[src/hdl/ctrl_pkg.sv]
package ctrl_pkg;

    typedef enum logic [1:0] {
        ALU_OP_ADD,
        ALU_OP_PASS,
        ALU_OP_ROL,
        ALU_OP_ROR
    } alu_op_t;

    // first alu operand
    typedef enum logic [1:0] {
        IN0_REG,
        IN0_REG_INV,
        IN0_ACC,
        IN0_ACC_INV
    } alu_in0_t;

    // second alu operand
    typedef enum logic [1:0] {
        IN1_ACC,
        IN1_ONE,
        IN1_ONE_INV,
        IN1_ZERO
    } alu_in1_t;

    typedef enum logic [1:0] {
        CIN_ZERO,
        CIN_ONE,
        CIN_CARRY,
        CIN_CARRY_INV
    } alu_cin_t;

    typedef enum logic [1:0] {
        ACC_FROM_ALU,
        ACC_FROM_REG,
        ACC_FROM_IMM,
        ACC_FROM_CARRY
    } acc_in_t;

    typedef enum logic [1:0] {
        REG_FROM_ALU,
        REG_FROM_ACC,
        REG_FROM_DATA
    } reg_in_t;

endpackage

[src/hdl/isa_pkg.sv]
package isa_pkg;

    typedef logic [3:0] nibble_t;
    typedef logic [11:0] pc_t;

    localparam int NUM_REGS = 16;

    // upper instruction nibble
    typedef enum logic [3:0] {
        OP_NOP     = 4'h0,
        OP_FIM_SRC = 4'h2,
        OP_JUN     = 4'h4,
        OP_INC     = 4'h6,
        OP_ADD     = 4'h8,
        OP_SUB     = 4'h9,
        OP_LD      = 4'ha,
        OP_XCH     = 4'hb,
        OP_LDM     = 4'hd,
        OP_IO      = 4'he,
        OP_ACC_GRP = 4'hf
    } opcode_t;

    // lower nibble inside the accumulator group
    typedef enum logic [3:0] {
        CLB = 4'h0,
        CLC = 4'h1,
        IAC = 4'h2,
        CMC = 4'h3,
        CMA = 4'h4,
        RAL = 4'h5,
        RAR = 4'h6,
        TCC = 4'h7,
        DAC = 4'h8,
        STC = 4'ha
    } acc_sub_t;

    typedef enum logic [3:0] {
        IO_WRM = 4'h0
    } io_sub_t;

    // eight clocks of one machine cycle
    typedef enum logic [2:0] {
        PH_ADDR0,
        PH_ADDR1,
        PH_ADDR2,
        PH_FETCH_HI,
        PH_FETCH_LO,
        PH_EXEC,
        PH_X2,
        PH_X3
    } phase_t;

endpackage
[src/hdl/cpu_core.sv]
`timescale 1ns/1ns

module cpu_core #(
    parameter isa_pkg::pc_t RESET_PC = '0
) (
    input  logic             clock,
    input  logic             reset,
    input  isa_pkg::nibble_t data,
    output isa_pkg::pc_t     rom_addr,
    output logic             sync,
    output logic [7:0]       out_addr,
    output isa_pkg::nibble_t out_data,
    output logic             out_strobe
);

    isa_pkg::phase_t phase;
    logic [7:0] inst;
    logic second_word;
    logic pc_write;
    logic write_acc;
    logic clear_acc;
    logic write_carry;
    logic clear_carry;
    logic write_reg;
    ctrl_pkg::alu_op_t alu_op;
    ctrl_pkg::alu_in0_t alu_in0;
    ctrl_pkg::alu_in1_t alu_in1;
    ctrl_pkg::alu_cin_t alu_cin;
    ctrl_pkg::acc_in_t acc_in;
    ctrl_pkg::reg_in_t reg_in;
    logic [3:0] reg_index;
    logic addr_load;
    logic wrm;
    isa_pkg::nibble_t acc;
    logic [7:0] pair_value;

    // second_data feeds the jump target inside fetch only
    fetch_unit #(
        .RESET_PC (RESET_PC)
    ) fetch_i (
        .clock       (clock),
        .reset       (reset),
        .data        (data),
        .pc_write    (pc_write),
        .rom_addr    (rom_addr),
        .sync        (sync),
        .phase       (phase),
        .inst        (inst),
        .second_word (second_word),
        .second_data ()
    );

    instruction_decoder decoder_i (
        .inst        (inst),
        .phase       (phase),
        .second_word (second_word),
        .pc_write    (pc_write),
        .write_acc   (write_acc),
        .clear_acc   (clear_acc),
        .write_carry (write_carry),
        .clear_carry (clear_carry),
        .write_reg   (write_reg),
        .alu_op      (alu_op),
        .alu_in0     (alu_in0),
        .alu_in1     (alu_in1),
        .alu_cin     (alu_cin),
        .acc_in      (acc_in),
        .reg_in      (reg_in),
        .reg_index   (reg_index),
        .addr_load   (addr_load),
        .wrm         (wrm)
    );

    datapath datapath_i (
        .clock       (clock),
        .reset       (reset),
        .write_acc   (write_acc),
        .clear_acc   (clear_acc),
        .write_carry (write_carry),
        .clear_carry (clear_carry),
        .write_reg   (write_reg),
        .alu_op      (alu_op),
        .alu_in0     (alu_in0),
        .alu_in1     (alu_in1),
        .alu_cin     (alu_cin),
        .acc_in      (acc_in),
        .reg_in      (reg_in),
        .reg_index   (reg_index),
        .imm         (inst[3:0]),
        .data        (data),
        .acc         (acc),
        .pair_value  (pair_value)
    );

    ram_port ram_port_i (
        .clock      (clock),
        .reset      (reset),
        .addr_load  (addr_load),
        .wrm        (wrm),
        .pair_value (pair_value),
        .acc        (acc),
        .out_addr   (out_addr),
        .out_data   (out_data),
        .out_strobe (out_strobe)
    );

endmodule

[src/hdl/ram_port.sv]
`timescale 1ns/1ns

module ram_port (
    input  logic             clock,
    input  logic             reset,
    input  logic             addr_load,
    input  logic             wrm,
    input  logic [7:0]       pair_value,
    input  isa_pkg::nibble_t acc,
    output logic [7:0]       out_addr,
    output isa_pkg::nibble_t out_data,
    output logic             out_strobe
);

    always_ff @(posedge clock) begin
        if (reset) begin
            out_addr <= 8'h00;
            out_data <= '0;
            out_strobe <= 1'b0;
        end else begin
            // one clock pulse, the decoder holds wrm for a single phase
            out_strobe <= wrm;
            if (addr_load) begin
                out_addr <= pair_value;
            end
            if (wrm) begin
                out_data <= acc;
            end
        end
    end

    strobe_single_a: assert property (@(posedge clock) disable iff (reset)
        out_strobe |=> !out_strobe);

endmodule

[src/hdl/datapath.sv]
`timescale 1ns/1ns

module datapath (
    input  logic               clock,
    input  logic               reset,
    input  logic               write_acc,
    input  logic               clear_acc,
    input  logic               write_carry,
    input  logic               clear_carry,
    input  logic               write_reg,
    input  ctrl_pkg::alu_op_t  alu_op,
    input  ctrl_pkg::alu_in0_t alu_in0,
    input  ctrl_pkg::alu_in1_t alu_in1,
    input  ctrl_pkg::alu_cin_t alu_cin,
    input  ctrl_pkg::acc_in_t  acc_in,
    input  ctrl_pkg::reg_in_t  reg_in,
    input  logic [3:0]         reg_index,
    input  isa_pkg::nibble_t   imm,
    input  isa_pkg::nibble_t   data,
    output isa_pkg::nibble_t   acc,
    output logic [7:0]         pair_value
);

    isa_pkg::nibble_t regs [isa_pkg::NUM_REGS];
    isa_pkg::nibble_t reg_val;
    isa_pkg::nibble_t in0;
    isa_pkg::nibble_t in1;
    isa_pkg::nibble_t alu_result;
    isa_pkg::nibble_t acc_next;
    isa_pkg::nibble_t reg_next;
    logic carry;
    logic cin;
    logic alu_cout;

    assign reg_val = regs[reg_index];
    assign pair_value = {regs[{reg_index[3:1], 1'b0}], regs[{reg_index[3:1], 1'b1}]};

    // operand and carry-in muxes
    always_comb begin
        case (alu_in0)
            ctrl_pkg::IN0_REG:     in0 = reg_val;
            ctrl_pkg::IN0_REG_INV: in0 = ~reg_val;
            ctrl_pkg::IN0_ACC:     in0 = acc;
            default:               in0 = ~acc;
        endcase
        case (alu_in1)
            ctrl_pkg::IN1_ACC:     in1 = acc;
            ctrl_pkg::IN1_ONE:     in1 = 4'h1;
            ctrl_pkg::IN1_ONE_INV: in1 = 4'he;
            default:               in1 = 4'h0;
        endcase
        case (alu_cin)
            ctrl_pkg::CIN_ZERO:  cin = 1'b0;
            ctrl_pkg::CIN_ONE:   cin = 1'b1;
            ctrl_pkg::CIN_CARRY: cin = carry;
            default:             cin = ~carry;
        endcase
    end

    alu alu_i (
        .in0    (in0),
        .in1    (in1),
        .cin    (cin),
        .op     (alu_op),
        .result (alu_result),
        .cout   (alu_cout)
    );

    always_comb begin
        case (acc_in)
            ctrl_pkg::ACC_FROM_ALU: acc_next = alu_result;
            ctrl_pkg::ACC_FROM_REG: acc_next = reg_val;
            ctrl_pkg::ACC_FROM_IMM: acc_next = imm;
            default:                acc_next = {3'b000, carry};
        endcase
        case (reg_in)
            ctrl_pkg::REG_FROM_ALU: reg_next = alu_result;
            ctrl_pkg::REG_FROM_ACC: reg_next = acc;
            default:                reg_next = data;
        endcase
    end

    always_ff @(posedge clock) begin
        if (reset) begin
            for (int i = 0; i < isa_pkg::NUM_REGS; i++) begin
                regs[i] <= '0;
            end
        end else if (write_reg) begin
            regs[reg_index] <= reg_next;
        end
    end

    // a clear wins over a write, TCC reads the old carry
    always_ff @(posedge clock) begin
        if (reset) begin
            acc <= '0;
            carry <= 1'b0;
        end else begin
            if (clear_acc) begin
                acc <= '0;
            end else if (write_acc) begin
                acc <= acc_next;
            end
            if (clear_carry) begin
                carry <= 1'b0;
            end else if (write_carry) begin
                carry <= alu_cout;
            end
        end
    end

    reg_index_a: assert property (@(posedge clock) disable iff (reset)
        write_reg |-> !$isunknown(reg_index) && int'(reg_index) < isa_pkg::NUM_REGS);

endmodule

[src/hdl/instruction_decoder.sv]
`timescale 1ns/1ns

module instruction_decoder (
    input  logic [7:0]          inst,
    input  isa_pkg::phase_t     phase,
    input  logic                second_word,
    output logic                pc_write,
    output logic                write_acc,
    output logic                clear_acc,
    output logic                write_carry,
    output logic                clear_carry,
    output logic                write_reg,
    output ctrl_pkg::alu_op_t   alu_op,
    output ctrl_pkg::alu_in0_t  alu_in0,
    output ctrl_pkg::alu_in1_t  alu_in1,
    output ctrl_pkg::alu_cin_t  alu_cin,
    output ctrl_pkg::acc_in_t   acc_in,
    output ctrl_pkg::reg_in_t   reg_in,
    output logic [3:0]          reg_index,
    output logic                addr_load,
    output logic                wrm
);

    isa_pkg::opcode_t opcode;
    isa_pkg::acc_sub_t acc_sub;
    isa_pkg::io_sub_t io_sub;

    assign opcode = isa_pkg::opcode_t'(inst[7:4]);
    assign acc_sub = isa_pkg::acc_sub_t'(inst[3:0]);
    assign io_sub = isa_pkg::io_sub_t'(inst[3:0]);

    always_comb begin
        pc_write = 1'b0;
        write_acc = 1'b0;
        clear_acc = 1'b0;
        write_carry = 1'b0;
        clear_carry = 1'b0;
        write_reg = 1'b0;
        alu_op = ctrl_pkg::ALU_OP_ADD;
        alu_in0 = ctrl_pkg::IN0_REG;
        alu_in1 = ctrl_pkg::IN1_ACC;
        alu_cin = ctrl_pkg::CIN_ZERO;
        acc_in = ctrl_pkg::ACC_FROM_ALU;
        reg_in = ctrl_pkg::REG_FROM_ALU;
        reg_index = inst[3:0];
        addr_load = 1'b0;
        wrm = 1'b0;

        if (second_word) begin
            case (opcode)
                isa_pkg::OP_FIM_SRC: begin
                    // even register takes the high nibble, odd the low one
                    if (phase == isa_pkg::PH_FETCH_HI || phase == isa_pkg::PH_FETCH_LO) begin
                        reg_in = ctrl_pkg::REG_FROM_DATA;
                        write_reg = 1'b1;
                        reg_index = {inst[3:1], phase == isa_pkg::PH_FETCH_LO};
                    end
                end
                isa_pkg::OP_JUN: begin
                    pc_write = (phase == isa_pkg::PH_EXEC);
                end
                default: begin
                end
            endcase
        end else if (phase == isa_pkg::PH_EXEC) begin
            case (opcode)
                isa_pkg::OP_FIM_SRC: begin
                    // SRC only, FIM does its work in the second word
                    addr_load = inst[0];
                end
                isa_pkg::OP_INC: begin
                    alu_in1 = ctrl_pkg::IN1_ONE;
                    write_reg = 1'b1;
                end
                isa_pkg::OP_ADD: begin
                    alu_cin = ctrl_pkg::CIN_CARRY;
                    write_acc = 1'b1;
                    write_carry = 1'b1;
                end
                isa_pkg::OP_SUB: begin
                    // acc + ~reg + ~borrow
                    alu_in0 = ctrl_pkg::IN0_REG_INV;
                    alu_cin = ctrl_pkg::CIN_CARRY_INV;
                    write_acc = 1'b1;
                    write_carry = 1'b1;
                end
                isa_pkg::OP_LD: begin
                    acc_in = ctrl_pkg::ACC_FROM_REG;
                    write_acc = 1'b1;
                end
                isa_pkg::OP_XCH: begin
                    acc_in = ctrl_pkg::ACC_FROM_REG;
                    reg_in = ctrl_pkg::REG_FROM_ACC;
                    write_acc = 1'b1;
                    write_reg = 1'b1;
                end
                isa_pkg::OP_LDM: begin
                    acc_in = ctrl_pkg::ACC_FROM_IMM;
                    write_acc = 1'b1;
                end
                isa_pkg::OP_IO: begin
                    wrm = (io_sub == isa_pkg::IO_WRM);
                end
                isa_pkg::OP_ACC_GRP: begin
                    alu_in0 = ctrl_pkg::IN0_ACC;
                    case (acc_sub)
                        isa_pkg::CLB: begin
                            clear_acc = 1'b1;
                            clear_carry = 1'b1;
                        end
                        isa_pkg::CLC: clear_carry = 1'b1;
                        isa_pkg::IAC: begin
                            alu_in1 = ctrl_pkg::IN1_ONE;
                            write_acc = 1'b1;
                            write_carry = 1'b1;
                        end
                        isa_pkg::CMC: begin
                            alu_op = ctrl_pkg::ALU_OP_PASS;
                            alu_cin = ctrl_pkg::CIN_CARRY_INV;
                            write_carry = 1'b1;
                        end
                        isa_pkg::CMA: begin
                            alu_op = ctrl_pkg::ALU_OP_PASS;
                            alu_in0 = ctrl_pkg::IN0_ACC_INV;
                            write_acc = 1'b1;
                        end
                        isa_pkg::RAL, isa_pkg::RAR: begin
                            alu_op = (acc_sub == isa_pkg::RAL) ? ctrl_pkg::ALU_OP_ROL
                                                               : ctrl_pkg::ALU_OP_ROR;
                            alu_cin = ctrl_pkg::CIN_CARRY;
                            write_acc = 1'b1;
                            write_carry = 1'b1;
                        end
                        isa_pkg::TCC: begin
                            acc_in = ctrl_pkg::ACC_FROM_CARRY;
                            write_acc = 1'b1;
                            clear_carry = 1'b1;
                        end
                        isa_pkg::DAC: begin
                            // acc + 4'he + 1, carry set when no borrow
                            alu_in1 = ctrl_pkg::IN1_ONE_INV;
                            alu_cin = ctrl_pkg::CIN_ONE;
                            write_acc = 1'b1;
                            write_carry = 1'b1;
                        end
                        isa_pkg::STC: begin
                            alu_op = ctrl_pkg::ALU_OP_PASS;
                            alu_cin = ctrl_pkg::CIN_ONE;
                            write_carry = 1'b1;
                        end
                        default: begin
                        end
                    endcase
                end
                // NOP, first word of JUN and unknown codes
                default: begin
                end
            endcase
        end
    end

endmodule

[src/hdl/fetch_unit.sv]
`timescale 1ns/1ns

module fetch_unit #(
    parameter isa_pkg::pc_t RESET_PC = '0
) (
    input  logic             clock,
    input  logic             reset,
    input  isa_pkg::nibble_t data,
    input  logic             pc_write,
    output isa_pkg::pc_t     rom_addr,
    output logic             sync,
    output isa_pkg::phase_t  phase,
    output logic [7:0]       inst,
    output logic             second_word,
    output logic [7:0]       second_data
);

    isa_pkg::opcode_t opcode;
    logic two_word_op;
    logic jun_second;

    assign opcode = isa_pkg::opcode_t'(inst[7:4]);

    // FIM has a clear low bit, SRC shares the opcode with it set
    assign two_word_op = (opcode == isa_pkg::OP_FIM_SRC && !inst[0])
                      || (opcode == isa_pkg::OP_JUN);

    // the jump target replaces the usual increment
    assign jun_second = second_word && opcode == isa_pkg::OP_JUN;

    assign sync = (phase != isa_pkg::PH_X3);

    always_ff @(posedge clock) begin
        if (reset) begin
            phase <= isa_pkg::PH_ADDR0;
            second_word <= 1'b0;
        end else begin
            phase <= isa_pkg::phase_t'(phase + 3'd1);
            if (phase == isa_pkg::PH_X3) begin
                second_word <= !second_word && two_word_op;
            end
        end
    end

    always_ff @(posedge clock) begin
        if (reset) begin
            inst <= 8'h00;
        end else if (!second_word) begin
            if (phase == isa_pkg::PH_FETCH_HI) begin
                inst[7:4] <= data;
            end else if (phase == isa_pkg::PH_FETCH_LO) begin
                inst[3:0] <= data;
            end
        end
    end

    // second word bytes, kept for the jump target
    always_ff @(posedge clock) begin
        if (second_word && phase == isa_pkg::PH_FETCH_HI) begin
            second_data[7:4] <= data;
        end
        if (second_word && phase == isa_pkg::PH_FETCH_LO) begin
            second_data[3:0] <= data;
        end
    end

    always_ff @(posedge clock) begin
        if (reset) begin
            rom_addr <= RESET_PC;
        end else if (pc_write) begin
            rom_addr <= {inst[3:0], second_data};
        end else if (phase == isa_pkg::PH_X3 && !jun_second) begin
            rom_addr <= rom_addr + 12'd1;
        end
    end

    // the first word must hold for the whole second cycle
    inst_held_a: assert property (@(posedge clock) disable iff (reset)
        second_word |=> $stable(inst));

endmodule

[src/hdl/alu.sv]
`timescale 1ns/1ns

module alu (
    input  isa_pkg::nibble_t  in0,
    input  isa_pkg::nibble_t  in1,
    input  logic              cin,
    input  ctrl_pkg::alu_op_t op,
    output isa_pkg::nibble_t  result,
    output logic              cout
);

    logic [4:0] sum;

    assign sum = {1'b0, in0} + {1'b0, in1} + {4'b0000, cin};

    always_comb begin
        case (op)
            ctrl_pkg::ALU_OP_ADD: begin
                result = sum[3:0];
                cout = sum[4];
            end
            // rotates go through the carry
            ctrl_pkg::ALU_OP_ROL: begin
                result = {in0[2:0], cin};
                cout = in0[3];
            end
            ctrl_pkg::ALU_OP_ROR: begin
                result = {cin, in0[3:1]};
                cout = in0[0];
            end
            default: begin
                result = in0;
                cout = cin;
            end
        endcase
    end

endmodule

[config.mk]
export PLATFORM = sky130hd
export DESIGN_NAME = cpu_core
export DESIGN_NICKNAME = d
export VERILOG_FILES = /design/src/hdl/ctrl_pkg.sv /design/src/hdl/isa_pkg.sv /design/src/hdl/cpu_core.sv /design/src/hdl/ram_port.sv /design/src/hdl/datapath.sv /design/src/hdl/instruction_decoder.sv /design/src/hdl/fetch_unit.sv /design/src/hdl/alu.sv
export SDC_FILE = /design/constraint.sdc
export NUM_CORES = 1
export LEC_CHECK = 0
export BUFFER_PORTS_ARGS = -buffer_cell sky130_fd_sc_hd__buf_2
export CORE_MARGIN = 5
export CORE_UTILIZATION = 43
export CTS_CLUSTER_DIAMETER = 100
export DETAILED_ROUTE_END_ITERATION = 10
export HOLD_SLACK_MARGIN = 0.03
export PLACE_DENSITY = 0.63
export SLEW_MARGIN = 15
export SYNTH_ARGS = -nofsm -noshare
export SYNTH_HDL_FRONTEND = slang
export SYNTH_SLANG_ARGS = --single-unit
[constraint.sdc]
create_clock -name clock -period 11 [get_ports clock]
set_input_delay 0.55 -clock clock [delete_from_list [all_inputs] [get_ports clock]]
set_output_delay 0.55 -clock clock [all_outputs]
set_load 0.05 [all_outputs]
Word level (Yosys, flattened, before mapping) --
Memories as Yosys holds them, arrays and structs flattened. A register that Yosys moved wholly into a read port is not among the register bits. Cells that the tools add are included. W data, S select, Z words.
Cells by class: bitwise operators 5, equality and inequality tests 35, mux-type cells 75, reductions and logical operators 34, $add $sub $neg 4
Operators by type and width (number):
- $pmux W4 S3 | 4
- $mux W1 | 39
- $eq A4 B4 Y1 const B | 9
- $mux W2 | 16
- $eq A4 B3 Y1 const B | 6
- $mux W12 | 2
- $pmux W2 S3 | 3
- $pmux W2 S2 | 4
- $reduce_or A2 Y1 | 7
- $add A12 B1 Y12 const B | 1
- $eq A2 B2 Y1 const B | 6
- $eq A4 B2 Y1 const B | 3
- $logic_not A2 Y1 | 6
- $reduce_or A6 Y1 | 2
- $eq A2 B1 Y1 const B | 5
- $eq A3 B3 Y1 const B | 3
- $mux W4 | 2
- $not A4 Y4 | 2
- $pmux W4 S2 | 1
- $logic_and A1 B1 Y1 | 6
- $pmux W1 S3 | 2
- $reduce_or A3 Y1 | 2
- $add A4 B4 Y5 | 1
- $add A5 B1 Y5 | 1
- 14 further kinds | 20
Word-level totals: memory bits (writable) 64, memories 1, input bits 6, flip-flop bits (word level) 42
Memory list:
- datapath_i.regs | depth 16, bits a word 4, rd ports 3, clocked after Yosys merged registers in 2, wr ports 16, RTL line datapath.sv:24 | isa_pkg::nibble_t regs [isa_pkg::NUM_REGS];

Longest topological paths before layout --
Gate-level depths: netlist of the first run. An unclocked memory read counts as a cell.
depth in word-level cells 13, depth in mapped cells 18

By module --
From an unflattened synthesis of the first run, not the netlist that was laid out.
Unflattened totals: cells, all modules 620, area, all modules 6243.5 sq um
By module, submodules not included:
- datapath | times used 1, seq. area each 2021.9 sq um, area each 3562.2 sq um, cells an instance 327
- fetch_unit | times used 1, seq. area each 720.7 sq um, area each 1450.1 sq um, cells an instance 144
- instruction_decoder | times used 1, seq. area each 0.0 sq um, area each 523.0 sq um, cells an instance 87
- ram_port | times used 1, seq. area each 260.2 sq um, area each 455.4 sq um, cells an instance 41
- alu | times used 1, seq. area each 0.0 sq um, area each 252.7 sq um, cells an instance 21

Worst setup path before layout of the first run --
OpenSTA, ideal clock, no wires.
path kind reg2reg, start point register fetch_i.second_word, end point memory datapath_i.regs[7][2] (netlist bit) (data pin), period minus slack after synthesis 4.404 ns, path buffers 2, data arrival time 4.144 ns, data required time 10.740 ns, path slack 6.596 ns, cell stages (with the launch flop) 18, setup time 0.260 ns, cells stage by stage dfxtp_1 > buf_2 > or3b_1 > nor3_1 > o21ai_0 > a221oi_1 > and4_1 > o21ai_0 > and3_1 > fa_1 > fa_1 > xor2_1 > and2_1 > o22ai_1 > a21boi_0 > o32ai_4 > buf_4 > nor2_1
RTL lines:
- start, declared | RTL line fetch_unit.sv:14 | output logic second_word,
- start signal, assigned | RTL line fetch_unit.sv:40 | second_word <= !second_word && two_word_op;
- end, declared | RTL line datapath.sv:24

==> results of run 1 <==
-- layout make-up --
class	count	share of cell area
Multi-Input combinational cell	506	0.4513
Sequential cell	114	0.4052
Clock buffer	21	0.05941
Tap cell	188	0.03173
Timing Repair Buffer	38	0.02802
Clock inverter	11	0.01873
Inverter	11	0.005570
-- state kept, by name, indices dropped and copies added, names as in the netlist, 3 cells and up --
name	flops
fetch_i.second_data	8
fetch_i.phase	3
ram_port_i.out_data	4
out_addr	8
fetch_i.inst	8
fetch_i.rom_addr	12
datapath_i.acc	4
datapath_i.regs	64
-- worst paths after layout --
kind	end	cells past startpoint	slack [ns]
setup reg to reg	datapath_i.regs[12][2]	15	5.51
setup / recovery	datapath_i.regs[12][2]	15	5.51
hold / removal	fetch_i.second_data[1]	1	0.41
hold reg to reg	fetch_i.rom_addr[0]	2	0.47
-- layer usage --
metal | global-route usage | vias to the layer above | routed length, um
met5 | 0 | - | 0
met4 | 0.09314 | 0 | 527
met1 | 0.2744 | 2659 | 7657
met2 | 0.3321 | 231 | 8632
li1 | - | 2520 | -
met3 | 0.04494 | 38 | 1175
-- worst max-delay path: stages (launching register included) --
cell	delay, ns
dfxtp_1	0.62
nor2b_1	0.56
a31o_2	0.32
nand2_1	0.23
a221oi_1	0.48
and4_1	0.33
o21ai_0	0.10
and3_1	0.22
fa_1	0.44
fa_1	0.42
xor2_1	0.19
and2_1	0.19
o22ai_1	0.12
a21boi_0	0.16
o32ai_4	0.73
nor2_1	0.10
-- logic make-up (layout without fill, tap and decap cells) --
group                      after synthesis  count (layout)
adders and majority gates               11              11
xor gates and xnor gates                13              13
AOI/OAI and AO/OA                      126             126
DFF                                    114             114
and+or+nand+nor                        314             314
muxes                                   42              42
buffers and inverters                   54              81
-- metrics by stage --
stage / instances / total power [uW] / instance area [um^2]
after CTS: 889 / 1092 / 7413
after floorplan: 674 / 527.5 / 6584
final: 889 / 1084 / 7413
after global routing: 889 / 1124 / 7413
after detailed placement: 857 / 549.0 / 6834
after global placement: 857 / 547.2 / 6834
-- synthesized netlist by cell type, types with 5 or more instances --
cell type / number
a211oi_1: 10
a21oi_1: 23
a221oi_1: 7
a31oi_1: 7
and2_1: 5
and3_1: 13
buf_2: 11
clkbuf_1: 26
dfxtp_1: 42
edfxtp_1: 72
ha_1: 9
inv_1: 11
mux2i_1: 22
mux4_2: 17
nand2_1: 59
nand2b_1: 20
nand3_1: 21
nor2_1: 122
nor2b_1: 10
nor3_1: 19
nor3_2: 10
nor4_1: 6
o21ai_0: 29
xnor2_1: 5
xor2_1: 7
-- report_power, final --
| group | switching, uW | total, uW | internal (uW) |
|---|---|---|---|
| Clock | 190 | 543 | 353 |
| Combinational | 45.9 | 70.3 | 24.5 |
| Sequential | 7.40 | 471 | 464 |
| Total | 243 | 1080 | 841 |
==> results.py, run 1 <==
metrics = {
    "run_status": {
        "status": "completed",
    },
    "sta": {
        "tns_ns": 0,
        "finalHoldViolCount": 0,
        "max_freq_ghz": 0.1823,
        "holdWs_ns": 0.4118,
        "tightest_slew_ns": 1.007,
        "period_needed_ns": 5.486,
        "period_share": 0.4987,
        "finalClockSkew_ns": 0.01174,
        "slew_violations": 0,
        "setup_ws_ns": 5.514,
        "maxSlewHeadroom": 0.3264,
        "rsz0062_at_grt": "false",
        "setup_viol": 0,
    },
    "floorplanning": {
        "io_pins": 32,
        "initial_core_util": 0.4363,
        "fp.dieW_um": 133.7,
        "core.rowCount": 45,
        "fp.dieH_um": 133.7,
        "core_area_um2": 15090,
        "dieArea_um2": 17890,
    },
    "setup_path": {
        "worstPathMaxFanout": 17,
        "cp.required_ns": 11.15,
        "crit_path_start": "fetch_i.inst[5]",
        "crit_path_start_kind": "flop",
        "worstPathArrival_ns": 5.63,
        "crit_type": "reg -> reg",
        "critPathCaptureType": "flop",
        "r2r_start": "fetch_i.inst[5]",
    },
    "drt": {
        "viasPerCell": 6.128,
        "drc": 0,
        "drtAntennaViolNets": 0,
        "wl_per_cell_um": 20.24,
        "first_pass_iters": 6,
        "wl_um": 17990,
        "vias": 5448,
        "drt_iter0_markers": 590,
    },
    "flow_run": {
        "cap_violations": 0,
    },
    "layout": {
        "multi_input_comb_area_um2": 3346,
        "area_growth_pct": 12.60,
        "finish.utilization": 0.4913,
        "regArea_um2": 3004,
        "drive_gt1_frac": 0.1583,
        "most-common-layout-cells": "nor2_1, edfxtp_1, nand2_1, dfxtp_1, buf_2",
        "final_nets": 705,
        "final_common_cell": "nor2_1",
        "fill_cells": 1420,
        "diodes": 0,
    },
    "yosys": {
        "synthXorXnorAreaFrac": 0.01843,
        "synth_top_family_by_area": "simple AND/OR/NAND/NOR gates",
        "yosysUniqueCellTypes": 74,
        "synthTopCellsByArea": "edfxtp_1, dfxtp_1, nor2_1",
        "synthSimpleGateAreaFrac": 0.2351,
        "synth.largest_area_cell": "edfxtp_1",
        "syn_inst": 674,
        "synth_area_per_cell_um2": 9.768,
        "yosysTopAreaCellShare": 0.3284,
        "synth_adder_area_share": 0.02319,
        "ys.flop_type": "edfxtp_1",
        "synth_compound_area_frac": 0.1347,
        "synthArstFlopShare": 0,
        "netlist_area_um2": 6584,
        "synthMuxAreaShare": 0.09673,
        "yosysSeqAreaShare": 0.4561,
        "ys_warn_count": 0,
        "synth_edf_count": 72,
        "ys_ff_latch": 114,
        "syn_nets": 691,
    },
    "pwr": {
        "vdd_drop_max_uv": 109.3,
        "powerDensity_nw_per_um2": 146.2,
        "p_leak_uw": 0.002690,
    },
    "clock_tree": {
        "htree_levels": 4,
        "cts-root-buf": "clkbuf_16",
        "clockBufferDepth": 2,
        "worstSkewPairLatency_ns": 0.42,
        "path_clk_slew_ns": 0.05,
        "cts_tree": "built",
        "ctsHoldBuffers": 0,
        "cts_resized": 0,
        "post-cts-setup-buffer-count": 0,
        "cts_num_sinks": 114,
        "cts_buffers": 17,
    },
    "grt": {
        "grt_util_all_layers": 0.2089,
        "grt_pass1_wl_um": 28820,
        "grt_max_degree": 62,
        "grt_overflow": 0,
        "grt_pass1_vias": 5224,
        "grt_antenna_before_repair": 0,
    },
    "placement": {
        "port-buffer-count": 31,
        "dpl_worst_slack_ns": 5.626,
        "place.gp.congestion": 0.8862,
        "hpwl_um": 12650,
    },
    "worst_hold_path": {
        "hp-start": "data[1]",
        "hold_class": "in -> reg",
    },
}
Note: power is estimated with default switching activity, not from simulation.
==> run 2, diff against run 1 <==
- PLACE_DENSITY: 0.63 -> 0.66
- clock period: 11 -> 4.5 ns (I/O delays scaled with it)
==> run 2 against run 1 <==
Compared with the run above: die area unchanged; utilization increased by 2.0 points; count of clock-buffer cells in the layout increased by 2; global-route usage decreased by 0.85 points; first-iteration DRC count decreased by 13%; cell area increased by 4.2%; worst setup slack got worse by 5.3 ns; wire length decreased by 1.6%; clock power increased by 130%; sequential cell count unchanged; clock skew increased by 0.0012 ns; critical path type unchanged.
==> results.py, run 2 (synthesis gave the netlist of run 1 again) <==
metrics = {
    "clock_tree": {
        "htree_levels": 4,
        "ctsHoldBuffers": 0,
        "cts-root-buf": "clkbuf_16",
        "path_clk_slew_ns": 0.05,
        "clockBufferDepth": 2,
        "cts_buffers": 17,
        "cts_tree": "built",
        "worstSkewPairLatency_ns": 0.42,
        "cts_num_sinks": 114,
    },
    "setup_path": {
        "r2r_setup_slack_ns": 0.18,
        "crit_path_start_kind": "flop",
        "cp_top_family": "compound AO/OA/AOI/OAI gates",
        "worstPathMaxFanout": 8,
        "cpMaxStageDelayCell": "mux4_2",
        "cp_slowest_stage_delay_ns": 0.53,
        "cp_cell_sequence": "mux4_2, nor2_1, and3_1, a221oi_2, buf_4, a31oi_1, o21ai_0, and3_1, fa_1, fa_2, xor2_1, and2_1, o32ai_2, o31ai_2, o32ai_4, clkbuf_16, nor2_1",
        "ff2ff_path_depth": 17,
        "r2r_start": "fetch_i.inst[1]",
        "cp.required_ns": 4.66,
        "cp.depth": 17,
        "critPathCaptureType": "flop",
        "worstPathArrival_ns": 4.49,
        "crit_type": "reg -> reg",
        "rr_endpoint": "datapath_i.regs[1][2]",
        "crit_buf_inv": 2,
    },
    "sta": {
        "slew_violations": 0,
        "period_share": 0.9609,
        "maxSlewHeadroom": 0.3380,
        "finalClockSkew_ns": 0.01298,
        "holdWs_ns": 0.1058,
        "tightest_slew_ns": 0.9894,
        "max_freq_ghz": 0.2313,
        "finalHoldViolCount": 0,
        "period_needed_ns": 4.324,
        "setup_viol": 0,
    },
    "layout": {
        "top_register": "datapath_i.regs",
        "largest_reg_flops": 64,
        "area_growth_pct": 17.27,
        "fill_cells": 1372,
        "final_nets": 735,
        "drive_gt1_frac": 0.2079,
        "most-common-layout-cells": "nor2_1, edfxtp_1, nand2_1, dfxtp_1, buf_4",
        "finish.utilization": 0.5117,
        "final_common_cell": "nor2_1",
        "diodes": 0,
        "reg_top3": "datapath_i.regs (64), fetch_i.rom_addr (12)",
    },
    "grt": {
        "grt_antenna_before_repair": 0,
        "grt_util_all_layers": 0.2004,
        "grt_max_degree": 50,
        "grt_overflow": 0,
        "grt_pass1_vias": 5449,
        "grt_pass1_wl_um": 28350,
    },
    "placement": {
        "place.gp.congestion": 0.9132,
        "port-buffer-count": 31,
        "hpwl_um": 12830,
    },
    "drt": {
        "drtAntennaViolNets": 0,
        "drt_iter0_markers": 512,
        "first_pass_iters": 5,
        "drc": 0,
        "wl_per_cell_um": 19.26,
        "viasPerCell": 6.005,
        "vias": 5519,
        "wl_um": 17700,
    },
    "floorplanning": {
        "fp.dieH_um": 133.7,
        "initial_core_util": 0.4363,
        "core.rowCount": 45,
        "core_area_um2": 15090,
        "io_pins": 32,
        "dieArea_um2": 17890,
        "fp.dieW_um": 133.7,
    },
    "worst_hold_path": {
        "worstHoldEndpoint": "fetch_i.second_data[7]",
        "hp-start": "data[3]",
        "hold_depth": 1,
        "hold_class": "in -> reg",
    },
    "pwr": {
        "vdd_drop_max_uv": 269.3,
        "p_comb_frac": 0.077,
        "pwr-share-seq": 0.441,
        "power.total_uw": 2602,
        "internal_power_uw": 1997,
        "p_switching_uw": 604.3,
        "powerDensity_nw_per_um2": 336.9,
        "switching_share": 0.2323,
        "p_leak_uw": 0.002850,
        "clockPowerShare": 0.482,
    },
    "flow_run": {
        "cap_violations": 0,
    },
    "run_status": {
        "status": "completed",
    },
}
[run 2: changes by cell type in the layout (fill, tap and decap cells not counted), sizes merged]
cell / change
clkinv: -2
clkbuf: +3
bufinv: -2
buf: +29
clkinvlp: +1
inv: +1
[run 2: worst max-delay path by stage]
| stage | startpoint | endpoint | slack [ns] |
|---|---|---|---|
| final | fetch_i.inst[1] | datapath_i.regs[1][2] | 0.18 |
| after global routing | fetch_i.second_word | datapath_i.regs[3][2] | -0.0007 |
| after CTS | fetch_i.phase[0] | datapath_i.regs[9][2] | 0.02 |
| after detailed placement | fetch_i.phase[0] | datapath_i.regs[2][2] | -0.03 |
| after global placement | fetch_i.phase[0] | datapath_i.regs[7][2] | 0.06 |
| after floorplan | fetch_i.second_word | datapath_i.regs[7][2] | 0.1 |
[run 2: what timing repair did]
| item | CTS | global route |
|---|---|---|
| endpoints found under the setup margin | 16 | 25 |
| gates resized for setup | 1 | 16 |
| pin swaps | 0 | 5 |
| hold endpoints to repair | 0 | 0 |
| setup buffers | 0 | 1 |
| cloned | 0 | 1 |
[run 2: worst reg2reg max path: stages (launching register included)]
cell	delay, ns
dfxtp_2	0.41
mux4_2	0.53
nor2_1	0.20
and3_1	0.20
a221oi_2	0.05
buf_4	0.16
a31oi_1	0.15
o21ai_0	0.11
and3_1	0.19
fa_1	0.43
fa_2	0.37
xor2_1	0.16
and2_1	0.20
o32ai_2	0.13
o31ai_2	0.11
o32ai_4	0.42
clkbuf_16	0.23
nor2_1	0.05
[run 2: metrics by stage]
step           setup slack (ns)  instances    TNS (ns)  cell area, um^2
2_1_floorplan           0.09599        674           0             6584
3_3_place_gp            0.06374        885           0             7069
3_5_place_dp           -0.02811        885     -0.3182             7069
4_1_cts                 0.02393        917           0             7626
5_1_grt              -0.0007199        919  -0.0008651             7721
6_report                 0.1759        919           0             7721
[run 2: layer usage]
layer,track usage,wire length (um)
met1,0.2505,7269
met2,0.3366,8836
met3,0.04569,1172
met4,0.07943,421
met5,0,0
[run 2: power groups by stage]
stage,Combinational (uW),Clock [uW],Sequential [uW]
final,199,1250,1150
after global placement,184,0,1170
after floorplan,127,0,1160
after global routing,214,1330,1150
after CTS,189,1270,1150
after detailed placement,187,0,1170
[run 2: layout make-up]
type	count	area, um^2	area share
Sequential cell	114	3007	0.3894
Tap cell	188	235.2	0.03047
Timing Repair Buffer	68	479.2	0.06206
Clock inverter	9	86.33	0.01118
Inverter	11	41.29	0.005348
Multi-Input combinational cell	506	3405	0.4409
Clock buffer	23	467.9	0.06061
